$ cat src/hdl/icache_pkg.sv
`default_nettype none

package icache_pkg;

    parameter int num_ways   = 4;
    parameter int num_sets   = 64;
    parameter int line_bytes = 64;
    parameter int bank_bits  = 128;     // one fetch packet

    localparam int offset_bits = $clog2(line_bytes);
    localparam int set_bits    = $clog2(num_sets);
    localparam int num_banks   = line_bytes * 8 / bank_bits;

    typedef logic [31:0]                         addr_t;
    typedef logic [31-offset_bits-set_bits:0]    tag_t;      // pc[31:12]
    typedef logic [set_bits-1:0]                 set_idx_t;  // pc[11:6]
    typedef logic [$clog2(num_ways)-1:0]         way_idx_t;
    typedef logic [$clog2(num_banks)-1:0]        bank_idx_t; // pc[5:4]
    typedef logic [line_bytes*8-1:0]             line_t;

    function automatic tag_t addr_tag(addr_t a);
        return a[31 -: $bits(tag_t)];
    endfunction

    function automatic set_idx_t addr_set(addr_t a);
        return a[offset_bits +: set_bits];
    endfunction

    function automatic bank_idx_t addr_bank(addr_t a);
        return a[offset_bits-1 -: $bits(bank_idx_t)];
    endfunction

    function automatic addr_t line_base(addr_t a);
        return {a[31:offset_bits], {offset_bits{1'b0}}};
    endfunction

endpackage

`default_nettype wire
$ cat src/hdl/icache_ifs.sv
`default_nettype none

interface lookup_if import icache_pkg::*; ();

    logic                valid;
    addr_t               pc;
    tag_t [num_ways-1:0] tags;     // snapshot of the fetch set
    logic [num_ways-1:0] vbits;
    logic                stall;    // hit stage holds stage 1

    modport source (
        output valid, pc, tags, vbits,
        input  stall
    );

    modport sink (
        input  valid, pc, tags, vbits,
        output stall
    );

endinterface

interface refill_if import icache_pkg::*; ();

    logic     we;      // one cycle with l2_ack
    way_idx_t way;
    addr_t    pc;
    line_t    line;

    modport source (
        output we, way, pc, line
    );

    modport sink (
        input  we, way, pc, line
    );

endinterface

`default_nettype wire

$ cat src/hdl/icache_hit_stage.sv
`default_nettype none

module icache_hit_stage import icache_pkg::*; (
    input  logic      clk,
    input  logic      rst_n,
    lookup_if.sink    lk,
    refill_if.source  rf,
    output logic      l2_req,
    output addr_t     l2_addr,
    input  logic      l2_ack,
    input  line_t     l2_data,
    output logic      item_valid,
    output addr_t     item_pc,
    output way_idx_t  item_way,
    input  logic      has_credit
);

    typedef enum logic {
        st_idle,
        st_wait_l2
    } state_t;

    state_t              state_q;
    state_t              state_d;
    logic [num_ways-1:0] hit_vec;
    logic                hit;
    way_idx_t            hit_way;
    logic                set_full;
    way_idx_t            victim;
    way_idx_t            rr_ptr;
    logic                hit_go;
    logic                refill_go;

    logic                item_q_valid;
    addr_t               item_q_pc;
    way_idx_t            item_q_way;

    always_comb begin
        hit_way = '0;
        for (int w = 0; w < num_ways; w++) begin
            hit_vec[w] = lk.vbits[w] && (lk.tags[w] == addr_tag(lk.pc));
            if (hit_vec[w]) begin
                hit_way = way_idx_t'(w);
            end
        end
    end

    assign hit      = |hit_vec;
    assign set_full = &lk.vbits;

    always_comb begin
        victim = rr_ptr;                // all ways taken
        for (int w = num_ways - 1; w >= 0; w--) begin
            if (!lk.vbits[w]) begin
                victim = way_idx_t'(w); // lowest free way
            end
        end
    end

    assign hit_go    = lk.valid && (state_q == st_idle) && hit && has_credit;
    assign refill_go = (state_q == st_wait_l2) && l2_ack;
    assign lk.stall  = lk.valid && !hit_go && !refill_go;

    always_comb begin
        state_d = state_q;
        case (state_q)
            st_idle: begin
                // the slot is reserved before L2 is asked
                if (lk.valid && !hit && has_credit) begin
                    state_d = st_wait_l2;
                end
            end
            st_wait_l2: begin
                if (l2_ack) begin
                    state_d = st_idle;
                end
            end
            default: state_d = st_idle;
        endcase
    end

    always_ff @(posedge clk or negedge rst_n) begin
        if (!rst_n) begin
            state_q <= st_idle;
        end else begin
            state_q <= state_d;
        end
    end

    always_ff @(posedge clk or negedge rst_n) begin
        if (!rst_n) begin
            rr_ptr <= '0;
        end else if (rf.we && set_full) begin
            rr_ptr <= rr_ptr + 1'b1;
        end
    end

    always_ff @(posedge clk or negedge rst_n) begin
        if (!rst_n) begin
            item_q_valid <= 1'b0;
        end else begin
            item_q_valid <= hit_go;
        end
    end

    always_ff @(posedge clk) begin
        if (hit_go) begin
            item_q_pc  <= lk.pc;
            item_q_way <= hit_way;
        end
    end

    // a refilled item bypasses the hit register
    assign item_valid = item_q_valid || refill_go;
    assign item_pc    = refill_go ? lk.pc : item_q_pc;
    assign item_way   = refill_go ? victim : item_q_way;

    assign l2_req  = (state_q == st_wait_l2);
    assign l2_addr = line_base(lk.pc);     // held by stall

    assign rf.we   = refill_go;
    assign rf.way  = victim;
    assign rf.pc   = lk.pc;
    assign rf.line = l2_data;

endmodule

`default_nettype wire

$ cat src/flat_wrapper.sv
// flat-port wrapper written by rule: the top's interface ports become plain ports
module icache_hit_stage_flat import icache_pkg::*;
  (clk, rst_n, l2_req, l2_addr, l2_ack, l2_data, item_valid, item_pc, item_way, has_credit, lk_valid, lk_pc, lk_tags, lk_vbits, lk_stall, rf_we, rf_way, rf_pc, rf_line);
  lookup_if lk_i ();
  refill_if rf_i ();
  input  logic clk;
  input  logic rst_n;
  output logic l2_req;
  output addr_t l2_addr;
  input  logic l2_ack;
  input  line_t l2_data;
  output logic item_valid;
  output addr_t item_pc;
  output way_idx_t item_way;
  input  logic has_credit;
  input wire logic [$bits(lk_i.valid)-1:0] lk_valid;
  input wire logic [$bits(lk_i.pc)-1:0] lk_pc;
  input wire logic [$bits(lk_i.tags)-1:0] lk_tags;
  input wire logic [$bits(lk_i.vbits)-1:0] lk_vbits;
  output wire logic [$bits(lk_i.stall)-1:0] lk_stall;
  output wire logic [$bits(rf_i.we)-1:0] rf_we;
  output wire logic [$bits(rf_i.way)-1:0] rf_way;
  output wire logic [$bits(rf_i.pc)-1:0] rf_pc;
  output wire logic [$bits(rf_i.line)-1:0] rf_line;
  assign lk_i.valid = lk_valid;
  assign lk_i.pc = lk_pc;
  assign lk_i.tags = lk_tags;
  assign lk_i.vbits = lk_vbits;
  assign lk_stall = lk_i.stall;
  assign rf_we = rf_i.we;
  assign rf_way = rf_i.way;
  assign rf_pc = rf_i.pc;
  assign rf_line = rf_i.line;
  icache_hit_stage u_core (.clk(clk), .rst_n(rst_n), .lk(lk_i), .rf(rf_i), .l2_req(l2_req), .l2_addr(l2_addr), .l2_ack(l2_ack), .l2_data(l2_data), .item_valid(item_valid), .item_pc(item_pc), .item_way(item_way), .has_credit(has_credit));
endmodule
$ cat config.mk
export PLATFORM = sky130hd
export DESIGN_NAME = icache_hit_stage_flat
export DESIGN_NICKNAME = d
export VERILOG_FILES = /design/src/hdl/icache_pkg.sv /design/src/hdl/icache_ifs.sv /design/src/hdl/icache_hit_stage.sv /design/src/flat_wrapper.sv
export SDC_FILE = /design/constraint.sdc
export NUM_CORES = 1
export LEC_CHECK = 0
export BUFFER_PORTS_ARGS = -buffer_cell sky130_fd_sc_hd__buf_4
export CELL_PAD_IN_SITES_DETAIL_PLACEMENT = 0
export CELL_PAD_IN_SITES_GLOBAL_PLACEMENT = 1
export CORE_AREA = 8 8 476 478
export CTS_BUF_LIST = sky130_fd_sc_hd__clkbuf_2 sky130_fd_sc_hd__clkbuf_4 sky130_fd_sc_hd__clkbuf_8
export DETAILED_ROUTE_END_ITERATION = 8
export DIE_AREA = 0 0 484 486
export PLACE_DENSITY = 0.3
export RECOVER_POWER = 50
export SLEW_MARGIN = 20
export SYNTH_ARGS = -nofsm -noshare
export SYNTH_HDL_FRONTEND = slang
export SYNTH_SLANG_ARGS = --single-unit
$ cat constraint.sdc
create_clock -name clk -period 5.1 [get_ports clk]
set_clock_uncertainty 0.2 [all_clocks]
set_input_delay 1.02 -clock clk [delete_from_list [all_inputs] [get_ports clk]]
set_output_delay 1.02 -clock clk [all_outputs]
set_load 0.05 [all_outputs]
==> impl_metrics.py, run 1 <==
metrics = {
    "floorplan": {
        "ios": 1249,
        "initial_core_util_pct": 3.234,
        "core_um2": 218700,
        "row_count": 172,
        "dieArea_um2": 235200,
        "die_height_um": 486,
        "dieWidth_um": 484,
    },
    "logic_synthesis": {
        "ys_types": 27,
        "ys_seq_elements": 38,
        "syn-instance-count": 807,
        "synthesis.area_um2": 7071,
        "syn_area_per_cell_um2": 8.762,
        "yosys_warnings": 0,
        "ys_seq_area_share_pct": 15.86,
    },
    "cts": {
        "cts_hold_buf": 0,
        "numClockSinks": 38,
        "root_buffer": "clkbuf_8",
        "clk_latency_ns": 0.39,
        "cts_tree": "yes",
        "clkTransAtPathRegs_ns": 0.14,
        "cts_made_buffers": 5,
        "clockBufferDepth": 2,
        "cts_setup_buffers": 0,
        "cts.htree.levels": 2,
        "cts_resized": 0,
    },
    "sta": {
        "worst_pin_slew_ns": 0.7819,
        "hold-worst-slack_ns": 0.2815,
        "fin_tns_setup_ns": 0,
        "relSlewSlack_pct": 47.40,
        "min_period_ns": 4.630,
        "rsz0062_at_grt": "no",
        "finalHoldViolations": 0,
        "max_clock_freq_mhz": 216.0,
        "slew_viol_final": 0,
        "layout_setup_ws_ns": 0.4696,
        "post-route-period-util_pct": 90.79,
        "setup_viol": 0,
    },
    "placed_design": {
        "gp_congestion": 0.7046,
        "io_buffers": 218,
        "pre_cts_slack_ns": 0.4329,
        "dp_hpwl_mm": 153.2,
        "placed_cell_area_um2": 7863,
    },
    "grt": {
        "grt_max_degree": 36,
        "antenna_found_initial": 23,
        "grt_use_total_pct": 12.81,
        "grt_pass1_vias": 4432,
        "grt_pass1_wl_mm": 170.7,
        "overflow": 0,
    },
    "critical_path": {
        "critPathCaptureType": "output port",
        "cp_max_fo": 8,
        "cp_cell_sequence": "clkbuf_1 -> xnor2_1 -> nand4_1 -> nor4_1 -> nand4_1 -> nand4_2 -> a21oi_1 -> buf_4",
        "crit_path_start_kind": "primary input",
        "critPathSlowestCell": "nor4_1",
        "path_class": "primary input to output port",
        "crit_top_cell": "nand4_1",
        "max_stage_delay_ns": 0.71,
        "worst_ep_arrival_time_ns": 3.41,
        "crit_required_ns": 3.88,
    },
    "power_and_ir_drop": {
        "p_switching_mw": 0.5369,
        "clockPowerShare_pct": 27.6,
        "p_seq_share_pct": 29.9,
        "powerDensity_nw_per_um2": 147.4,
        "ir_worst_vdd_mv": 0.09162,
        "power.internal_mw": 0.6276,
        "power_leakage_nw": 1.931,
        "combPwrFrac_pct": 42.5,
        "switching_share_pct": 46.11,
    },
    "drt": {
        "wl_mm": 158.9,
        "via_per_inst": 1.212,
        "vias": 4019,
        "first_iter_violations": 128,
        "wl_per_cell_um": 47.93,
        "drc": 0,
        "antenna_left": 0,
        "drt_first_pass_iters": 4,
    },
    "hold_path": {
        "hold_path_class": "flip-flop to flip-flop",
    },
    "finish": {
        "design_area_um2": 7900,
        "drive_gt1_share_pct": 58.01,
        "nFillCells": 26085,
        "fin_nets": 1075,
        "final_core_util_pct": 3.613,
        "multi_input_area_um2": 1448,
        "regArea_um2": 1121,
        "syn_to_final_growth_pct": 11.73,
    },
    "flow_run": {
        "cap_violations": 0,
    },
    "status": {
        "outcome": "completed",
    },
}
cell usage in the layout, fill, tap and decap left out, types with 2 or more instances in the layout:
| master | instances |
|---|---|
| nor4_1 | 8 |
| nand2_1 | 6 |
| o21ai_0 | 2 |
| xnor2_2 | 6 |
| xnor2_1 | 59 |
| nand3_1 | 5 |
| dfrtp_1 | 4 |
| nand4_1 | 16 |
| inv_1 | 4 |
| buf_4 | 206 |
| mux2_2 | 33 |
| conb_1 | 6 |
| clkbuf_1 | 16 |
| edfxtp_1 | 34 |
| nor2_1 | 2 |
| clkbuf_8 | 6 |
| xor2_1 | 17 |
registers in the layout, summed over array words and instances (netlist names):
signal / flops
u_core.item_q_way: 2
u_core.item_q_pc: 32
u_core.rr_ptr: 2
u_core.l2_req: 1
u_core.item_q_valid: 1
worst max-delay path: cells and delay by family:
kind	cells	cell delay, ns
XOR/XNOR	1	0.20
AO/OA/AOI/OAI	1	0.16
buffers and inverters	2	0.60
AND/OR/NAND/NOR	4	1.42
Yosys cell counts:
| cell type | number | area share [%] |
|---|---|---|
| a21oi_1 | 1 | 0.071 |
| edfxtp_1 | 34 | 14 |
| o21ai_0 | 2 | 0.14 |
| o31ai_1 | 1 | 0.11 |
| xnor2_2 | 6 | 1.4 |
| nor2b_1 | 1 | 0.089 |
| nand2b_1 | 1 | 0.089 |
| o22ai_1 | 1 | 0.089 |
| mux2_2 | 33 | 5.3 |
| nand4_2 | 1 | 0.18 |
| a21boi_0 | 1 | 0.11 |
| buf_2 | 11 | 0.78 |
| clkbuf_1 | 1 | 0.053 |
| buf_4 | 577 | 61 |
| nand3_1 | 5 | 0.35 |
| nor3_1 | 1 | 0.071 |
| nor2_1 | 2 | 0.11 |
| buf_6 | 11 | 1.8 |
| inv_1 | 4 | 0.21 |
| nand4_1 | 16 | 1.4 |
| nand2_1 | 7 | 0.37 |
| conb_1 | 1 | 0.053 |
| xnor2_1 | 59 | 7.3 |
| nor4_1 | 8 | 0.71 |
| xor2_1 | 17 | 2.1 |
| dfrtp_1 | 4 | 1.4 |
| and3_1 | 1 | 0.089 |
power groups by stage:
stage / sequential, mW / clock [mW] / combinational (mW)
finish: 0.349 / 0.321 / 0.495
global route: 0.349 / 0.365 / 0.529
CTS: 0.349 / 0.367 / 0.527
detailed placement: 0.356 / 0 / 0.525
global placement: 0.356 / 0 / 0.531
floorplan: 0.358 / 0 / 1.39
area by class of cell:
| type | instances | area share (%) |
|---|---|---|
| Antenna cell | 1 | 0.03168 |
| Clock buffer | 7 | 1.140 |
| Clock inverter | 1 | 0.06335 |
| Inverter | 4 | 0.1901 |
| Multi-Input combinational cell | 170 | 18.32 |
| Sequential cell | 38 | 14.19 |
| Tap cell | 2871 | 45.47 |
| Timing Repair Buffer | 223 | 20.59 |
path summary, 6_finish.rpt:
check | cells after the start | to | slack [ns] | startpoint
min in group asynchronous | 1 | u_core.rr_ptr[0] | 0.41 | rst_n
min reg2reg | 1 | u_core.rr_ptr[1] | 0.28 | u_core.rr_ptr[1]
max | 8 | lk_stall | 0.47 | lk_pc[23]
max reg2reg | 4 | u_core.rr_ptr[1] | 3.22 | u_core.l2_req
min | 1 | u_core.rr_ptr[1] | 0.28 | u_core.rr_ptr[1]
max in group asynchronous | 1 | u_core.item_q_valid | 3.81 | rst_n
kinds of logic after synthesis:
family	count (synthesis)	synth area share [%]
flip-flops	38	15.86
buffers and inverters	604	64.06
AND/OR/NAND/NOR	43	3.469
other	1	0.05304
XOR/XNOR	82	10.79
multiplexers	33	5.256
AO/OA/AOI/OAI	6	0.5133
metal layers:
metal / share of wire (%) / wire length (µm) / vias to the layer above / track usage, %
met3: 39 / 61170 / 203 / 23.51
met5: 0.70 / 1111 / - / 3.300
met1: 11 / 18120 / 1483 / 4.165
li1: - / - / 1221 / -
met4: 1.9 / 3095 / 18 / 2.122
met2: 47 / 75380 / 1094 / 21.77
through the flow:
stage	total power, mW	std cells
global placement	0.8866	3306
finish	1.165	3315
CTS	1.243	3314
floorplan	1.748	812
global route	1.243	3314
detailed placement	0.8808	3306
Power figures use the tool's default switching activity.
==> run 2, diff against run 1 <==
--- a/config.mk
+++ b/config.mk
@@ -9,7 +9,7 @@
 export CELL_PAD_IN_SITES_DETAIL_PLACEMENT = 0
 export CELL_PAD_IN_SITES_GLOBAL_PLACEMENT = 1
 export CORE_AREA = 8 8 476 478
-export CTS_BUF_LIST = sky130_fd_sc_hd__clkbuf_2 sky130_fd_sc_hd__clkbuf_4 sky130_fd_sc_hd__clkbuf_8
+export CTS_BUF_LIST = sky130_fd_sc_hd__clkbuf_2
 export DETAILED_ROUTE_END_ITERATION = 8
 export DIE_AREA = 0 0 484 486
 export PLACE_DENSITY = 0.3
==> impl_metrics.py, run 2 (synthesis results as in run 1) <==
metrics = {
    "status": {
        "outcome": "completed",
    },
    "finish": {
        "regArea_um2": 1121,
        "final_common_cell": "buf_4",
        "top_regs": "u_core.item_q_pc: 32 flops, u_core.item_q_way: 2 flops, u_core.rr_ptr: 2 flops",
        "drive_gt1_share_pct": 57.88,
        "largest_register": "u_core.item_q_pc",
        "multi_input_area_um2": 1448,
        "largest_reg_flops": 32,
        "design_area_um2": 7863,
        "final_cell_mix": "buf_4 (207), xnor2_1 (59), edfxtp_1 (34)",
        "fin_nets": 1076,
        "final_cells": 3318,
        "syn_to_final_growth_pct": 11.20,
        "nFillCells": 26090,
    },
    "drt": {
        "wl_mm": 158.9,
        "wl_per_cell_um": 47.88,
        "drc": 0,
        "drt_first_pass_iters": 4,
        "vias": 3993,
        "via_per_inst": 1.203,
        "antenna_left": 0,
        "first_iter_violations": 152,
    },
    "critical_path": {
        "ff2ff_path_depth": 3,
        "crit_required_ns": 3.88,
        "worst_ep_arrival_time_ns": 3.43,
        "rrSetupSlack_ns": 3.26,
        "cp_max_fo": 8,
        "path_class": "primary input to output port",
        "crit_path_start_kind": "primary input",
        "reg2reg_to": "u_core.item_q_pc[2]",
        "r2r_start": "u_core.l2_req",
        "critPathCaptureType": "output port",
    },
    "grt": {
        "grt_use_total_pct": 12.80,
        "grt_pass1_vias": 4429,
        "grt_pass1_wl_mm": 170.5,
        "overflow": 0,
        "grt_max_degree": 36,
        "antenna_found_initial": 23,
    },
    "sta": {
        "fin_tns_setup_ns": 0,
        "relSlewSlack_pct": 46.55,
        "setup_viol": 0,
        "worst_pin_slew_ns": 0.7944,
        "rsz0062_at_grt": "no",
        "slew_viol_final": 0,
        "post-route-period-util_pct": 91.26,
        "min_period_ns": 4.654,
        "finalHoldViolations": 0,
        "max_clock_freq_mhz": 214.9,
    },
    "cts": {
        "cts_tree": "yes",
        "clockBufferDepth": 2,
        "clkTransAtPathRegs_ns": 0.43,
        "cts_made_buffers": 5,
        "clk_latency_ns": 0.66,
        "cts.htree.levels": 2,
        "cts_resized": 0,
        "root_buffer": "clkbuf_2",
        "numClockSinks": 38,
    },
    "power_and_ir_drop": {
        "ir_worst_vdd_mv": 0.07209,
        "power_mw": 1.080,
        "powerDensity_nw_per_um2": 137.4,
        "power_leakage_nw": 1.918,
    },
    "placed_design": {
        "gp_congestion": 0.7046,
        "io_buffers": 218,
        "dp_hpwl_mm": 153.2,
        "placed_cell_area_um2": 7863,
        "dp.cells": 3306,
    },
    "floorplan": {
        "initial_core_util_pct": 3.234,
        "dieWidth_um": 484,
        "ios": 1249,
        "die_height_um": 486,
        "dieArea_um2": 235200,
        "core_um2": 218700,
        "row_count": 172,
    },
    "hold_path": {
        "hold_path_class": "flip-flop to flip-flop",
        "hold_start": "u_core.rr_ptr[1]",
        "min_to": "u_core.rr_ptr[1]",
        "hold_path_depth": 1,
    },
    "flow_run": {
        "cap_violations": 0,
    },
}
run 2: cell types whose count changed in the layout (fill, tap and decap cells not counted):
cell,before,now
clkbuf_2,0,6
clkbuf_8,6,0
diode_2,1,3
buf_4,206,207
clkbuf_1,16,15
clkbuf_4,1,0
clkinv_1,0,1
dlygate4sd3_1,0,1
run 2: report_power, final:
| part | leakage, nW | internal, mW | switching [mW] |
|---|---|---|---|
| Combinational | 1.53 | 0.169 | 0.327 |
| Clock | 0.0304 | 0.0335 | 0.201 |
| Sequential | 0.354 | 0.344 | 0.00516 |
run 2: worst max path at each step:
stage | from | endpoint | slack, ns | depth (start not counted)
final | lk_pc[23] | lk_stall | 0.45 | 8
after global routing | lk_pc[23] | lk_stall | 0.22 | 8
after CTS | lk_pc[28] | lk_stall | 0.43 | 8
after detailed placement | lk_pc[28] | lk_stall | 0.43 | 8
after global placement | lk_pc[28] | lk_stall | 0.39 | 8
after floorplan | lk_vbits[3] | item_way[0] | 1.03 | 4
run 2: what timing repair did:
item | CTS | global route
hold endpoints to repair | 4 | 0
hold buffers | 1 | 0
setup endpoints to repair | 0 | 0
setup buffers | 0 | 0
run 2: through the flow:
| step | util [%] | setup slack [ns] | hold WS [ns] |
|---|---|---|---|
| after global routing | 3.593 | 0.2191 | 0.2223 |
| final | 3.596 | 0.4459 | 0.2877 |
| after global placement | 3.596 | 0.3875 | 0.2646 |
| after floorplan | - | 1.031 | 0.2455 |
| after CTS | 3.618 | 0.4339 | 0.1115 |
| after detailed placement | 3.596 | 0.4329 | 0.2631 |
run 2: critical path: stages:
cell and delay (ns):
clkbuf_1 0.37, xnor2_1 0.20, nand4_1 0.14, nor4_1 0.72, nand4_1 0.28, nand4_2 0.31, a21oi_1 0.16, buf_4 0.22
run 2: cell type report:
| type | instances | area share (%) |
|---|---|---|
| well taps | 2871 | 45.69 |
| repair buffers | 224 | 20.86 |
| multi-input cells | 170 | 18.41 |
| flip-flops and latches | 38 | 14.26 |
| clock buffers | 6 | 0.3819 |
| inverters | 4 | 0.1910 |
| clock inverters | 2 | 0.1114 |
| diodes | 3 | 0.09548 |
run 2: per-layer routing:
layer | GRT usage (%) | up-vias | wire [µm] | share of wire [%]
met5 | 3.300 | - | 1111 | 0.70
met4 | 2.122 | 18 | 3047 | 1.9
met3 | 23.54 | 195 | 61230 | 39
met2 | 21.78 | 1088 | 75440 | 47
met1 | 4.136 | 1466 | 18050 | 11
li1 | - | 1226 | - | -
==> run 3, diff against run 2 <==
--- a/config.mk
+++ b/config.mk
@@ -5,11 +5,12 @@
 export SDC_FILE = /design/constraint.sdc
 export NUM_CORES = 1
 export LEC_CHECK = 0
-export BUFFER_PORTS_ARGS = -buffer_cell sky130_fd_sc_hd__buf_4
+export BUFFER_PORTS_ARGS = -buffer_cell sky130_fd_sc_hd__buf_2
 export CELL_PAD_IN_SITES_DETAIL_PLACEMENT = 0
 export CELL_PAD_IN_SITES_GLOBAL_PLACEMENT = 1
 export CORE_AREA = 8 8 476 478
 export CTS_BUF_LIST = sky130_fd_sc_hd__clkbuf_2
+export CTS_CLUSTER_DIAMETER = 150
 export DETAILED_ROUTE_END_ITERATION = 8
 export DIE_AREA = 0 0 484 486
 export PLACE_DENSITY = 0.3
==> impl_metrics.py, run 3 (synthesis results as in run 1) <==
metrics = {
    "status": {
        "outcome": "completed",
    },
    "finish": {
        "final_cells": 3315,
        "top_regs": "u_core.item_q_pc: 32 flops, u_core.item_q_way: 2 flops, u_core.rr_ptr: 2 flops",
        "final_common_cell": "buf_2",
        "nFillCells": 26135,
        "design_area_um2": 7341,
        "regArea_um2": 1121,
        "drive_gt1_share_pct": 55.41,
        "final_cell_mix": "buf_2 (191), xnor2_1 (59), edfxtp_1 (34)",
        "syn_to_final_growth_pct": 3.822,
        "diodes": 0,
        "largest_register": "u_core.item_q_pc",
        "largest_reg_flops": 32,
        "multi_input_area_um2": 1454,
        "fin_nets": 1076,
    },
    "critical_path": {
        "crit_path_start_kind": "primary input",
        "worst_ep_arrival_time_ns": 3.50,
        "max_stage_delay_ns": 0.75,
        "cp_cell_sequence": "clkbuf_1 -> xnor2_1 -> nand3_1 -> nor4_1 -> nand4_1 -> nand4_2 -> a21oi_1 -> buf_2",
        "path_class": "primary input to output port",
        "crit_required_ns": 3.88,
        "critPathSlowestCell": "clkbuf_1",
        "critPathCaptureType": "output port",
        "cp_max_fo": 8,
    },
    "sta": {
        "hold-worst-slack_ns": 0.2918,
        "fin_tns_setup_ns": 0,
        "relSlewSlack_pct": 30.01,
        "layout_setup_ws_ns": 0.3803,
        "rsz0062_at_grt": "no",
        "worst_pin_slew_ns": 1.050,
        "finalHoldViolations": 0,
        "slew_viol_final": 0,
        "post-route-period-util_pct": 92.54,
        "min_period_ns": 4.720,
        "max_clock_freq_mhz": 211.9,
        "setup_viol": 0,
    },
    "grt": {
        "antenna_found_initial": 30,
        "global_route.usage.met3_pct": 23.38,
        "grt_max_degree": 35,
        "grt-busiest-layer": "met3",
        "overflow": 0,
        "grt_pass1_wl_mm": 171.2,
        "grt_use_total_pct": 12.86,
        "grtUsageMet1_pct": 4.171,
        "grt_pass1_vias": 4478,
        "grt.met2_usage_pct": 22.10,
    },
    "drt": {
        "wl_mm": 159.7,
        "wl_per_cell_um": 48.17,
        "drt_first_pass_iters": 4,
        "vias": 4114,
        "via_per_inst": 1.241,
        "antenna_left": 0,
        "first_iter_violations": 155,
        "drc": 0,
    },
    "floorplan": {
        "core_um2": 218700,
        "dieArea_um2": 235200,
        "row_count": 172,
        "ios": 1249,
        "initial_core_util_pct": 3.234,
        "die_height_um": 486,
        "dieWidth_um": 484,
    },
    "cts": {
        "cts_setup_buffers": 0,
        "cts_made_buffers": 5,
        "cts.htree.levels": 2,
        "clkTransAtPathRegs_ns": 0.38,
        "cts_tree": "yes",
        "numClockSinks": 38,
        "root_buffer": "clkbuf_2",
        "clockBufferDepth": 2,
        "clk_latency_ns": 0.70,
    },
    "hold_path": {
        "hold_path_class": "primary input to flip-flop",
    },
    "placed_design": {
        "dp.cells": 3306,
        "io_buffers": 218,
        "placed_cell_area_um2": 7323,
        "dp_hpwl_mm": 154.1,
        "gp_congestion": 0.7085,
        "pre_cts_slack_ns": 0.1691,
    },
    "flow_run": {
        "cap_violations": 0,
    },
    "power_and_ir_drop": {
        "power_leakage_nw": 1.706,
        "ir_worst_vdd_mv": 0.06957,
        "powerDensity_nw_per_um2": 140.6,
    },
}
## run 3: cell types whose count changed in the layout (fill, tap and decap cells not counted)
cell / delta
clkbuf_1: +12
clkbuf_2: -1
buf_4: -203
diode_2: -3
nor4_2: +1
buf_2: +191
nor4_1: -1
clkinvlp_4: +1
## run 3: worst max-delay path: cells and delay by family
| family | cells | cell delay [ns] |
|---|---|---|
| AO/OA/AOI/OAI | 1 | 0.11 |
| XOR/XNOR | 1 | 0.22 |
| buffers and inverters | 2 | 0.98 |
| AND/OR/NAND/NOR | 4 | 1.11 |
## run 3: per-layer routing
layer  wire (µm)  part of all wire, %
met3       60970                   38
met2       76400                   48
met4        3123                  2.0
met5         981                 0.61
met1       18230                   11
## run 3: per-stage QoR
stage                     power (mW)  util (%)
after detailed placement      0.8407     3.349
final                          1.032     3.357
after floorplan                1.748         -
after CTS                      1.101     3.373
after global routing           1.099     3.357
after global placement        0.8468     3.346
## run 3: final timing paths
check / start / end / slack [ns] / cells past startpoint
worst max-delay path: lk_pc[29] / lk_stall / 0.38 / 8
worst min-delay path: l2_ack / u_core.l2_req / 0.29 / 2
worst max register to register: u_core.l2_req / u_core.item_q_pc[2] / 3.21 / 3
worst min register to register: u_core.rr_ptr[1] / u_core.rr_ptr[1] / 0.31 / 1
max in group asynchronous: rst_n / u_core.rr_ptr[1] / 3.54 / 2
min in group asynchronous: rst_n / u_core.l2_req / 0.67 / 2
## run 3: power breakdown
group / internal, mW / switching, mW
clock network: 0.0308 / 0.195
logic: 0.121 / 0.335
registers: 0.344 / 0.00538
## run 3: what timing repair did
item                                   CTS  global route
resized for setup                        0             0
hold buffers                             1             0
endpoints found under the hold margin    4             0
## run 3: cell type report
cell class | count | area share [%]
clock buffer | 5 | 0.3409
clock inverter | 3 | 0.2216
inverter | 4 | 0.2045
multi-input combinational | 170 | 19.81
sequential | 38 | 15.27
tap | 2871 | 48.93
timing repair buffer | 224 | 15.22
